File: config.mk
export PLATFORM = sky130hd
export DESIGN_NAME = cp0_top
export DESIGN_NICKNAME = d
export VERILOG_FILES = /design/src/logic/cp0_op_pkg.sv /design/src/logic/cp0_trap_pkg.sv /design/src/logic/cp0_ctrl.sv /design/src/logic/cp0_regfile.sv /design/src/logic/cp0_top.sv /design/src/logic/trap_arbiter.sv
export VERILOG_INCLUDE_DIRS = /design/src /design/src/logic
export SDC_FILE = /design/constraint.sdc
export NUM_CORES = 2
export LEC_CHECK = 0
export BUFFER_PORTS_ARGS = -buffer_cell sky130_fd_sc_hd__buf_2
export CELL_PAD_IN_SITES_DETAIL_PLACEMENT = 0
export CELL_PAD_IN_SITES_GLOBAL_PLACEMENT = 2
export CORE_ASPECT_RATIO = 1.5
export CORE_UTILIZATION = 42
export DETAILED_ROUTE_END_ITERATION = 12
export GPL_TIMING_DRIVEN = 0
export HOLD_SLACK_MARGIN = 0.06
export PLACE_DENSITY = 0.75
export SKIP_LAST_GASP = 1
export SLEW_MARGIN = 20
export SYNTH_ARGS = -nofsm -noshare
export SYNTH_HDL_FRONTEND = slang
export SYNTH_SLANG_ARGS = --single-unit
File: constraint.sdc
create_clock -name clk -period 36.7 [get_ports clk]
set_input_delay 5.505 -clock clk [delete_from_list [all_inputs] [get_ports clk]]
set_output_delay 5.505 -clock clk [all_outputs]
set_load 0.005 [all_outputs]
File: src/logic/cp0_defs.svh
`ifndef CP0_DEFS_SVH
`define CP0_DEFS_SVH

// datapath widths
`define CP0_DATA_W 32
`define CP0_ADDR_W 5

// register indices inside the cp0 file
`define CP0_REG_EHB    5'd3
`define CP0_REG_STATUS 5'd12
`define CP0_REG_CAUSE  5'd13
`define CP0_REG_EPC    5'd14

// handler base after reset
`define CP0_EHB_RESET 32'h0000_0024

// status enable field, all ones means traps are enabled
`define CP0_STATUS_EN_LO 8
`define CP0_STATUS_EN_HI 15

`endif

File: src/logic/cp0_op_pkg.sv
`include "cp0_defs.svh"

package cp0_op_pkg;

    // operations issued by the pipeline
    typedef enum logic [2:0] {
        op_none = 3'd0,
        op_mtc  = 3'd1, // write cp0 register
        op_mfc  = 3'd2, // read cp0 register
        op_eret = 3'd3  // return from trap
    } cp0_op_e;

    // one request on the operation port, held stable while op_req is high
    typedef struct packed {
        cp0_op_e                op;
        logic [`CP0_ADDR_W-1:0] addr;
        logic [`CP0_DATA_W-1:0] wdata;
    } cp0_op_req_t;

endpackage

File: src/logic/cp0_trap_pkg.sv
`include "cp0_defs.svh"

package cp0_trap_pkg;

    // internal exception codes
    typedef enum logic [2:0] {
        cause_none         = 3'd0,
        cause_undefined    = 3'd1,
        cause_overflow     = 3'd2,
        cause_out_of_range = 3'd4
    } cause_e;

    // 0 user, 1..3 interrupt levels, 4 exception
    typedef logic [2:0] ring_t;

    localparam ring_t ring_user = 3'd0;
    localparam ring_t ring_exc  = 3'd4;

    typedef struct packed {
        logic   take;     // trap accepted this cycle
        logic   is_exc;   // exception, else interrupt
        cause_e code;
        ring_t  new_ring;
    } trap_t;

    typedef struct packed {
        logic                   valid;
        logic                   flush;
        logic [`CP0_DATA_W-1:0] target;
    } redirect_t;

    typedef enum logic [1:0] {
        st_idle,
        st_exec,
        st_ack
    } ctrl_state_e;

endpackage

File: src/logic/cp0_ctrl.sv
`timescale 1ns/1ps
`include "cp0_defs.svh"

module cp0_ctrl
    import cp0_op_pkg::*;
    import cp0_trap_pkg::*;
(
    input  logic                   clk,
    input  logic                   rst,
    input  logic                   op_req,
    input  cp0_op_req_t            op,
    output logic                   op_ack,
    input  trap_t                  trap,
    input  logic [`CP0_DATA_W-1:0] ehb,
    input  logic [`CP0_DATA_W-1:0] epc,
    output logic                   wr_en,
    output logic                   rd_en,
    output logic                   do_eret,
    output redirect_t              redirect
);

    ctrl_state_e state;
    logic        exec_go;

    // a trap in the execute cycle holds the operation back by one cycle
    assign exec_go = (state == st_exec) && !trap.take;

    assign wr_en   = exec_go && (op.op == op_mtc);
    assign rd_en   = exec_go && (op.op == op_mfc);
    assign do_eret = exec_go && (op.op == op_eret);

    always_ff @(posedge clk or posedge rst) begin
        if (rst) begin
            state  <= st_idle;
            op_ack <= 1'b0;
        end else begin
            case (state)
                st_idle: begin
                    if (op_req && !trap.take) begin
                        state <= st_exec;
                    end
                end
                st_exec: begin
                    if (!trap.take) begin
                        state <= st_ack;
                    end
                end
                st_ack: begin
                    if (op_req) begin
                        op_ack <= 1'b1; // hold until req drops
                    end else begin
                        op_ack <= 1'b0;
                        state  <= st_idle;
                    end
                end
                default: state <= st_idle;
            endcase
        end
    end

    // one-cycle redirect, trap to handler or eret to epc
    always_ff @(posedge clk or posedge rst) begin
        if (rst) begin
            redirect <= '0;
        end else begin
            redirect.valid  <= trap.take || do_eret;
            redirect.flush  <= trap.take || do_eret;
            redirect.target <= trap.take ? ehb : epc;
        end
    end

    // req stays up from the execute edge until ack
    a_ack_needs_req: assert property (
        @(posedge clk) disable iff (rst) $rose(op_ack) |-> $past(op_req) && $past(op_req, 2)
    ) else $error("cp0_ctrl: op_ack rose without a held op_req");

    a_redirect_pulse: assert property (
        @(posedge clk) disable iff (rst) redirect.valid |=> !redirect.valid
    ) else $error("cp0_ctrl: redirect held longer than one cycle");

endmodule

File: src/logic/cp0_regfile.sv
`timescale 1ns/1ps
`include "cp0_defs.svh"

module cp0_regfile
    import cp0_op_pkg::*;
    import cp0_trap_pkg::*;
(
    input  logic                   clk,
    input  logic                   rst,
    input  cp0_op_req_t            op,
    input  logic                   wr_en,
    input  logic                   rd_en,
    input  trap_t                  trap,
    input  logic [`CP0_DATA_W-1:0] ret_addr,
    output logic [`CP0_DATA_W-1:0] rdata,
    output logic                   status_en,
    output logic [`CP0_DATA_W-1:0] ehb,
    output logic [`CP0_DATA_W-1:0] epc
);

    localparam int num_regs = 2 ** `CP0_ADDR_W;

    logic [`CP0_DATA_W-1:0] regs [num_regs];
    logic [`CP0_DATA_W-1:0] epc_next;
    logic [`CP0_DATA_W-1:0] cause_word;

    // exceptions resume after the faulting instruction
    assign epc_next   = trap.is_exc ? ret_addr + `CP0_DATA_W'(4) : ret_addr;
    assign cause_word = {{(`CP0_DATA_W-3){1'b0}}, trap.code};

    always_ff @(posedge clk or posedge rst) begin
        if (rst) begin
            for (int i = 0; i < num_regs; i++) begin
                regs[i] <= '0;
            end
            regs[`CP0_REG_EHB] <= `CP0_EHB_RESET; // handler base
        end else begin
            if (wr_en) begin
                regs[op.addr] <= op.wdata; // mtc0
            end
            // trap capture comes last so it overrides an mtc0 to epc or cause
            if (trap.take) begin
                regs[`CP0_REG_EPC]   <= epc_next;
                regs[`CP0_REG_CAUSE] <= cause_word;
            end
        end
    end

    always_ff @(posedge clk) begin
        if (rd_en) begin
            rdata <= regs[op.addr]; // mfc0 result, valid with op_ack
        end
    end

    assign status_en = &regs[`CP0_REG_STATUS][`CP0_STATUS_EN_HI:`CP0_STATUS_EN_LO];
    assign ehb       = regs[`CP0_REG_EHB];
    assign epc       = regs[`CP0_REG_EPC];

    // the controller decodes one operation at a time
    a_one_access: assert property (
        @(posedge clk) disable iff (rst) !(wr_en && rd_en)
    ) else $error("cp0_regfile: write and read enabled together");

endmodule

File: src/logic/cp0_top.sv
`timescale 1ns/1ps
`include "cp0_defs.svh"

module cp0_top
    import cp0_op_pkg::*;
    import cp0_trap_pkg::*;
(
    input  logic                   clk,
    input  logic                   rst,
    input  logic                   op_req,
    input  cp0_op_req_t            op,
    output logic                   op_ack,
    output logic [`CP0_DATA_W-1:0] rdata,
    input  cause_e                 cause,
    input  ring_t                  irq_level,
    input  logic [`CP0_DATA_W-1:0] ret_addr,
    output redirect_t              redirect
);

    trap_t                  trap;
    logic                   status_en;
    logic                   wr_en;
    logic                   rd_en;
    logic                   do_eret;
    logic [`CP0_DATA_W-1:0] ehb;
    logic [`CP0_DATA_W-1:0] epc;

    cp0_ctrl i_ctrl (
        .clk(clk), .rst(rst),
        .op_req(op_req), .op(op), .op_ack(op_ack),
        .trap(trap), .ehb(ehb), .epc(epc),
        .wr_en(wr_en), .rd_en(rd_en), .do_eret(do_eret),
        .redirect(redirect)
    );

    trap_arbiter i_arbiter (
        .clk(clk), .rst(rst),
        .cause(cause), .irq_level(irq_level),
        .status_en(status_en), .do_eret(do_eret),
        .trap(trap)
    );

    cp0_regfile i_regfile (
        .clk(clk), .rst(rst),
        .op(op), .wr_en(wr_en), .rd_en(rd_en),
        .trap(trap), .ret_addr(ret_addr), .rdata(rdata),
        .status_en(status_en), .ehb(ehb), .epc(epc)
    );

endmodule

File: src/logic/trap_arbiter.sv
`timescale 1ns/1ps

module trap_arbiter
    import cp0_trap_pkg::*;
(
    input  logic   clk,
    input  logic   rst,
    input  cause_e cause,
    input  ring_t  irq_level,
    input  logic   status_en,
    input  logic   do_eret,
    output trap_t  trap
);

    ring_t ring;      // current ring
    ring_t prev_ring; // single saved level
    logic  exc_hit;
    logic  irq_hit;

    assign exc_hit = status_en && (cause != cause_none);
    assign irq_hit = status_en && (irq_level > ring); // only a higher level preempts

    // exception beats an interrupt in the same cycle
    always_comb begin
        trap = '0;
        if (exc_hit) begin
            trap.take     = 1'b1;
            trap.is_exc   = 1'b1;
            trap.code     = cause;
            trap.new_ring = ring_exc;
        end else if (irq_hit) begin
            trap.take     = 1'b1;
            trap.is_exc   = 1'b0;
            trap.code     = cause_none;
            trap.new_ring = irq_level;
        end
    end

    always_ff @(posedge clk or posedge rst) begin
        if (rst) begin
            ring      <= ring_user;
            prev_ring <= ring_user;
        end else if (trap.take) begin
            prev_ring <= ring;
            ring      <= trap.new_ring;
        end else if (do_eret) begin
            ring <= prev_ring; // back to the interrupted level
        end
    end

    // both levels come from irq_level or the exception ring
    a_ring_range: assert property (
        @(posedge clk) disable iff (rst) (ring <= ring_exc) && (prev_ring <= ring_exc)
    ) else $error("trap_arbiter: ring out of range");

endmodule

Word level (Yosys, flattened, before mapping)
Index checks and enable logic that the tools add are counted.
{"block": "totals", "output_inout_bits": 67, "word_cells": 87, "reg_bits": 1098}
{"block": "classes", "order_cmp": 3, "n_mux": 19, "n_addsub": 1, "reduce_logical": 16, "bitwise_logic": 1, "n_eq_ne": 8}
{"op": "bitwise mux 1024 bit", "count": 1}
{"op": "2-to-1 mux 608 bit", "count": 1}
{"op": "binary-select mux 32 bit (select 5 bit)", "count": 1}
{"op": "demux 32 bit (select 5 bit)", "count": 1}
{"op": "2-to-1 mux 32 bit", "count": 5}
{"op": "2-to-1 mux 64 bit", "count": 1}
{"op": "adder 32 x 3 -> 32 bit, second input constant", "count": 1}
{"op": "2-to-1 mux 8 bit", "count": 2}
{"op": "logical AND 1 bit", "count": 8}
{"op": "AND reduction 8 bit", "count": 1}
{"op": "== test 3 x 2 -> 1 bit, second input constant", "count": 2}
{"op": ">= comparator 6 bit, second input constant", "count": 1}
{"op": "< comparator 6 x 1 -> 1 bit, second input constant", "count": 1}
{"op": "2-to-1 mux 2 bit", "count": 3}
{"op": "2-to-1 mux 3 bit", "count": 2}
{"op": "inverter 5 -> 6 bit", "count": 1}
{"op": "case mux 2 bit (3 select lines)", "count": 1}
{"op": "inequality test 2 bit, second input constant", "count": 2}
{"op": "nonzero test 2 bit", "count": 2}
{"op": "== test 3 x 1 -> 1 bit, second input constant", "count": 1}
{"op": "> comparator 3 bit", "count": 1}
{"op": "AND reduction 3 bit", "count": 1}
{"op": "nonzero test 3 bit", "count": 1}
{"op": "== test 2 x 1 -> 1 bit, second input constant", "count": 1}
{"op": "6 further kinds", "count": 6}

Logic depth before layout (Yosys ltp)
{"block": "logic_depth", "word_depth": 9, "ltp_mapped": 10, "depth_no_buf": 7}

By module
Synthesis repeated with hierarchy kept, for this count alone.
{"block": "hier_totals", "hier_cells": 3292, "area_unflattened_um2": 49927.9}
{"module": "cp0_regfile", "area_per_inst_um2": 48037.3, "instances": 1, "cells_each": 3148}
{"module": "cp0_ctrl", "area_per_inst_um2": 1413.9, "instances": 1, "cells_each": 91}
{"module": "trap_arbiter", "area_per_inst_um2": 476.7, "instances": 1, "cells_each": 53}

Worst setup path before layout
OpenSTA, ideal clock, no wires.
{"block": "synth_timing", "path_type": "in2reg", "startpoint": "input port irq_level[2]", "endpoint": "register i_regfile.rdata[0] (enable)", "setup_ns": 0.461, "slack_ns": 27.510, "required_time_ns": 36.239, "arrival_ns": 8.729, "path_stages": 6, "path_buffers": 1, "path_cell_list": "ha_1 -> a21oi_1 -> a21oi_1 -> o21a_1 -> clkbuf_1 -> nor3_1"}
{"block": "synth_via", "elab_chain_len": 7}
{"element": "start: declaration", "line": "cp0_top.sv:15", "rtl": "input ring_t irq_level,"}
{"element": "> comparator 3 bit", "line": "trap_arbiter.sv:21", "rtl": "assign irq_hit = status_en && (irq_level > ring);"}
{"element": "logical AND 1 bit", "line": "trap_arbiter.sv:21"}
{"element": "2-to-1 mux 8 bit", "line": "trap_arbiter.sv:31", "rtl": "end else if (irq_hit) begin"}
{"element": "2-to-1 mux 8 bit", "line": "trap_arbiter.sv:26", "rtl": "if (exc_hit) begin"}
{"element": "logical NOT 1 bit", "line": "cp0_ctrl.sv:26", "rtl": "assign exec_go = (state == st_exec) && !trap.take;"}
{"element": "logical AND 1 bit", "line": "cp0_ctrl.sv:26"}
{"element": "logical AND 1 bit", "line": "cp0_ctrl.sv:29", "rtl": "assign rd_en = exec_go && (op.op == op_mfc);"}
{"element": "via i_ctrl.rd_en", "line": "cp0_ctrl.sv:17", "rtl": "output logic rd_en,"}
{"element": "end signal: assignment", "line": "cp0_regfile.sv:51", "rtl": "rdata <= regs[op.addr];"}
{"element": "end: declaration", "line": "cp0_regfile.sv:15", "rtl": "output logic [`CP0_DATA_W-1:0] rdata,"}
The timed path passes the listed nets, and every way through them passes these cells.
A chain may end at the register's enable or synchronous reset.

Worst setup path in the final report
{"block": "layout_timing", "startpoint": "input port op[33] (netlist bit)", "endpoint": "register i_regfile.rdata[29], data pin"}
{"block": "layout_via", "elab_chain_len": 4}
{"element": "start: declaration", "line": "cp0_top.sv:11", "rtl": "input cp0_op_req_t op,"}
{"element": "inverter 5 -> 6 bit (not written as such)", "line": "cp0_regfile.sv:51"}
{"element": "binary-select mux 32 bit (select 5 bit)", "line": "cp0_regfile.sv:51"}
{"element": "2-to-1 mux 32 bit (not written as such) (2 in series)", "line": "cp0_regfile.sv:51"}
No other way between the ends. The select of a mux whose other input is x is not followed.

==> results.json <==
{
  "fin_tns_setup_ps": 0,
  "synthesis.nets": 3360,
  "synthTopCellsByArea": "dfrtp_1, mux2_2, mux4_2, mux2_1, a22oi_1",
  "hold_ws_ps": 480,
  "ios": 148,
  "slew_headroom_pct": 18.3,
  "yosys_warnings": 0,
  "run_status": "completed",
  "cts-resized-gates": 0,
  "drt_first_iter_violations": 2889,
  "routed-via-count": 31700,
  "placement.io_buffers": 142,
  "seqCellArea_um2": 27600,
  "fillerInstances": 10400,
  "clock.fmax_mhz": 117,
  "reg_power_share_pct": 47.8,
  "cts.htree.levels": 3,
  "finalCriticalPeriod_ps": 8570,
  "tritoncts": "done",
  "worst_ir_drop_vdd_mv": 0.0383,
  "detail_routed_net_length_per_standard_cell_um": 35.6,
  "postSynth.topFlopCell": "dfrtp_1",
  "synth-edff-count": 32,
  "min-delay-path-class": "reg -> reg",
  "final.period_utilization_pct": 23.3,
  "power.leakage_nw": 27.9,
  "fp.dieArea_um2": 120000,
  "final.setup.worst_slack_ps": 28130,
  "skew_ps": 33.8,
  "number_of_antenna_violations_at_the_first_check_in_global_routing": 12,
  "ys_seq_area_share_pct": 55.5,
  "number_of_setup_buffers_added_after_cts": 0,
  "p_int_mw": 2.05,
  "postRouteWirelength_um": 186000,
  "dieWidth_um": 283,
  "swShare_pct": 24.6,
  "timing.critical_path.from_type": "primary input",
  "synth_top_cells_by_count": "dfrtp_1, mux2_2, mux4_2",
  "most_common_cell_in_the_synthesized_netlist": "dfrtp_1",
  "timing.critical_path.slowest_cell_delay_ps": 890,
  "slew_at_the_pin_with_the_worst_max_slew_slack_ps": 1220,
  "netlist.top_cell.by_area": "dfrtp_1",
  "postSynth.asyncResetShare_pct": 97.1,
  "core_region_area_um2": 118000,
  "criticalPathCategory": "in -> reg",
  "multi_input_area_um2": 20700,
  "area_delta_synth_final_pct": 14.6,
  "endpoint_kind": "flip-flop",
  "detailed_place_hpwl_um": 128000,
  "via_count_of_the_first_global_routing_pass": 33000,
  "cts-root-buf": "clkbuf_16",
  "synth_largest_type_area_fraction_pct": 53.5,
  "slew_violations": 0,
  "count_of_nets_after_finishing": 3647,
  "power.combinational.fraction_pct": 8.1,
  "post_synth_instance_area_um2": 49800,
  "setup_violations": 0,
  "cellPowerDensity_nw_per_um2": 47.6,
  "gr-total-overflow": 0,
  "synth_cells": 3275,
  "routed_via_density": 6.08,
  "path_clk_slew_ps": 60,
  "cp_cell_sequence": "buf_2 -> buf_2 -> clkbuf_1 -> clkbuf_1 -> mux4_2 -> a22oi_1 -> nand4_1",
  "drtAntennaViolNets": 0,
  "number_of_violations_of_the_max_capacitance_limit": 0,
  "timing.critical_path.arrival_ps": 8920,
  "drcViolationCount": 0,
  "postSynthRegisterBits": 1098,
  "gpl.final_weighted_congestion": 0.899,
  "drive_gt1_share_pct": 44.3,
  "die_h_um": 424,
  "clock_sinks": 1098,
  "worst-endpoint-required_ps": 37050,
  "power.net_switching_mw": 0.669,
  "grt_use_total_pct": 31.2,
  "numCtsBuffers": 107,
  "timing_hold_violations_final": 0,
  "synth_cell_type_count": 51,
  "grt_setup_unrepaired": "no",
  "clock_network_power_share_pct": 44.0,
  "cts_hold_buffers": 0,
  "cts-root-to-sink-buffers": 3,
  "critPathMaxFanout": 10,
  "grt_max_degree": 103,
  "dpl_worst_slack_ps": 27550,
  "cpLargestDelayFamily": "buffers and inverters",
  "critical-path-slowest-cell": "clkbuf_1",
  "initial_utilization_pct": 42.4,
  "synth.avg_cell_area_um2": 15.2,
  "clock_insertion_delay_at_the_later_pin_of_the_skew_report_ps": 750,
  "drt_pre_antenna_iters": 5,
  "cp.buffers_inverters": 4,
  "row_count": 154,
  "first_pass_grt_wire_length_um": 260000
}
[area by class of cell]
class	count	share of cell area, %
sequential	1098	48.4
multi-input combinational	1851	36.3
clock buffer	166	5.75
tap	1560	3.42
buffer	316	2.65
timing repair buffer	178	2.50
clock inverter	32	0.829
inverter	10	0.0789
antenna	4	0.0175
[through the flow]
stage	cell area, um2	cells	util [%]	power [mW]
3_3_place_gp	52500	4977	44.6	1.54
6_report	57100	5215	48.6	2.72
2_1_floorplan	49800	3275	-	1.45
5_1_grt	57100	5213	48.6	2.80
3_5_place_dp	53300	5013	45.3	1.54
4_1_cts	57100	5211	48.5	2.73
[power groups by stage]
stage	combinational (mW)	clock (mW)	sequential [mW]
6_report	0.221	1.20	1.30
4_1_cts	0.223	1.21	1.30
5_1_grt	0.236	1.26	1.31
3_3_place_gp	0.211	0	1.33
2_1_floorplan	0.134	0	1.31
3_5_place_dp	0.222	0	1.32
[state kept, by name (all words and copies together) (netlist names)]
name,count
i_ctrl.redirect,33
i_regfile.epc,32
i_arbiter.prev_ring,3
i_arbiter.ring,3
i_regfile.rdata,32
i_regfile.regs,960
i_regfile.ehb,32
i_ctrl.state,2
i_ctrl.op_ack,1
[worst paths after layout]
path,from,end,slack (ps),depth (start not counted)
worst min register to register,i_arbiter.prev_ring[0],i_arbiter.prev_ring[0],480,2
min in group asynchronous,rst,i_regfile.regs[80],4710,2
max in group asynchronous,rst,i_ctrl.redirect[26],29460,7
worst max-delay path,op[33],i_regfile.rdata[29],28130,7
worst min-delay path,i_arbiter.prev_ring[0],i_arbiter.prev_ring[0],480,2
worst max register to register,i_regfile.regs[616],i_ctrl.redirect[30],32850,7
[cells by family (layout without fill, tap and decap cells)]
group                    Yosys count  after routing  share of synthesized area (%)
buffers and inverters            326            702                           2.96
XOR/XNOR                          16             16                          0.281
AO/OA/AOI/OAI                    220            220                           3.00
AND/OR/NAND/NOR                  365            365                           3.77
flip-flops                      1098           1098                           55.5
multiplexers                    1246           1246                           34.4
adder cells (fa/ha/maj)            4              4                          0.100
other                              0              4                              0
[routing by layer]
| metal | vias to the layer above | global-route usage (%) | part of all wire [%] |
|---|---|---|---|
| met5 | - | 0 | 0.033 |
| met4 | 10 | 17.6 | 6.3 |
| met3 | 418 | 5.73 | 6.1 |
| met2 | 1219 | 51.5 | 49 |
| met1 | 17300 | 38.7 | 39 |
| li1 | 12800 | - | - |
[worst register-to-register path: cells and delay by family, from the launching register on]
kind	cells	cell delay [ps]
and+or+nand+nor	4	1380
AOI/OAI and AO/OA	1	270
buffers and inverters	2	1580
DFF	1	510
[placed cells by master, fill, tap and decap left out, drive strengths merged, types with 8 or more instances in the layout]
cell	instances
mux2	982
nand3	19
edfxtp	32
and3	8
a21oi	37
o21ai	32
nor3	9
clkinv	13
a22oi	128
dfrtp	1064
buf	333
mux4	256
nor2	19
inv	15
nand2	200
mux2i	8
xor2	14
nand4	84
bufinv	11
clkbuf	327
Note: power is estimated with default switching activity, not from simulation.
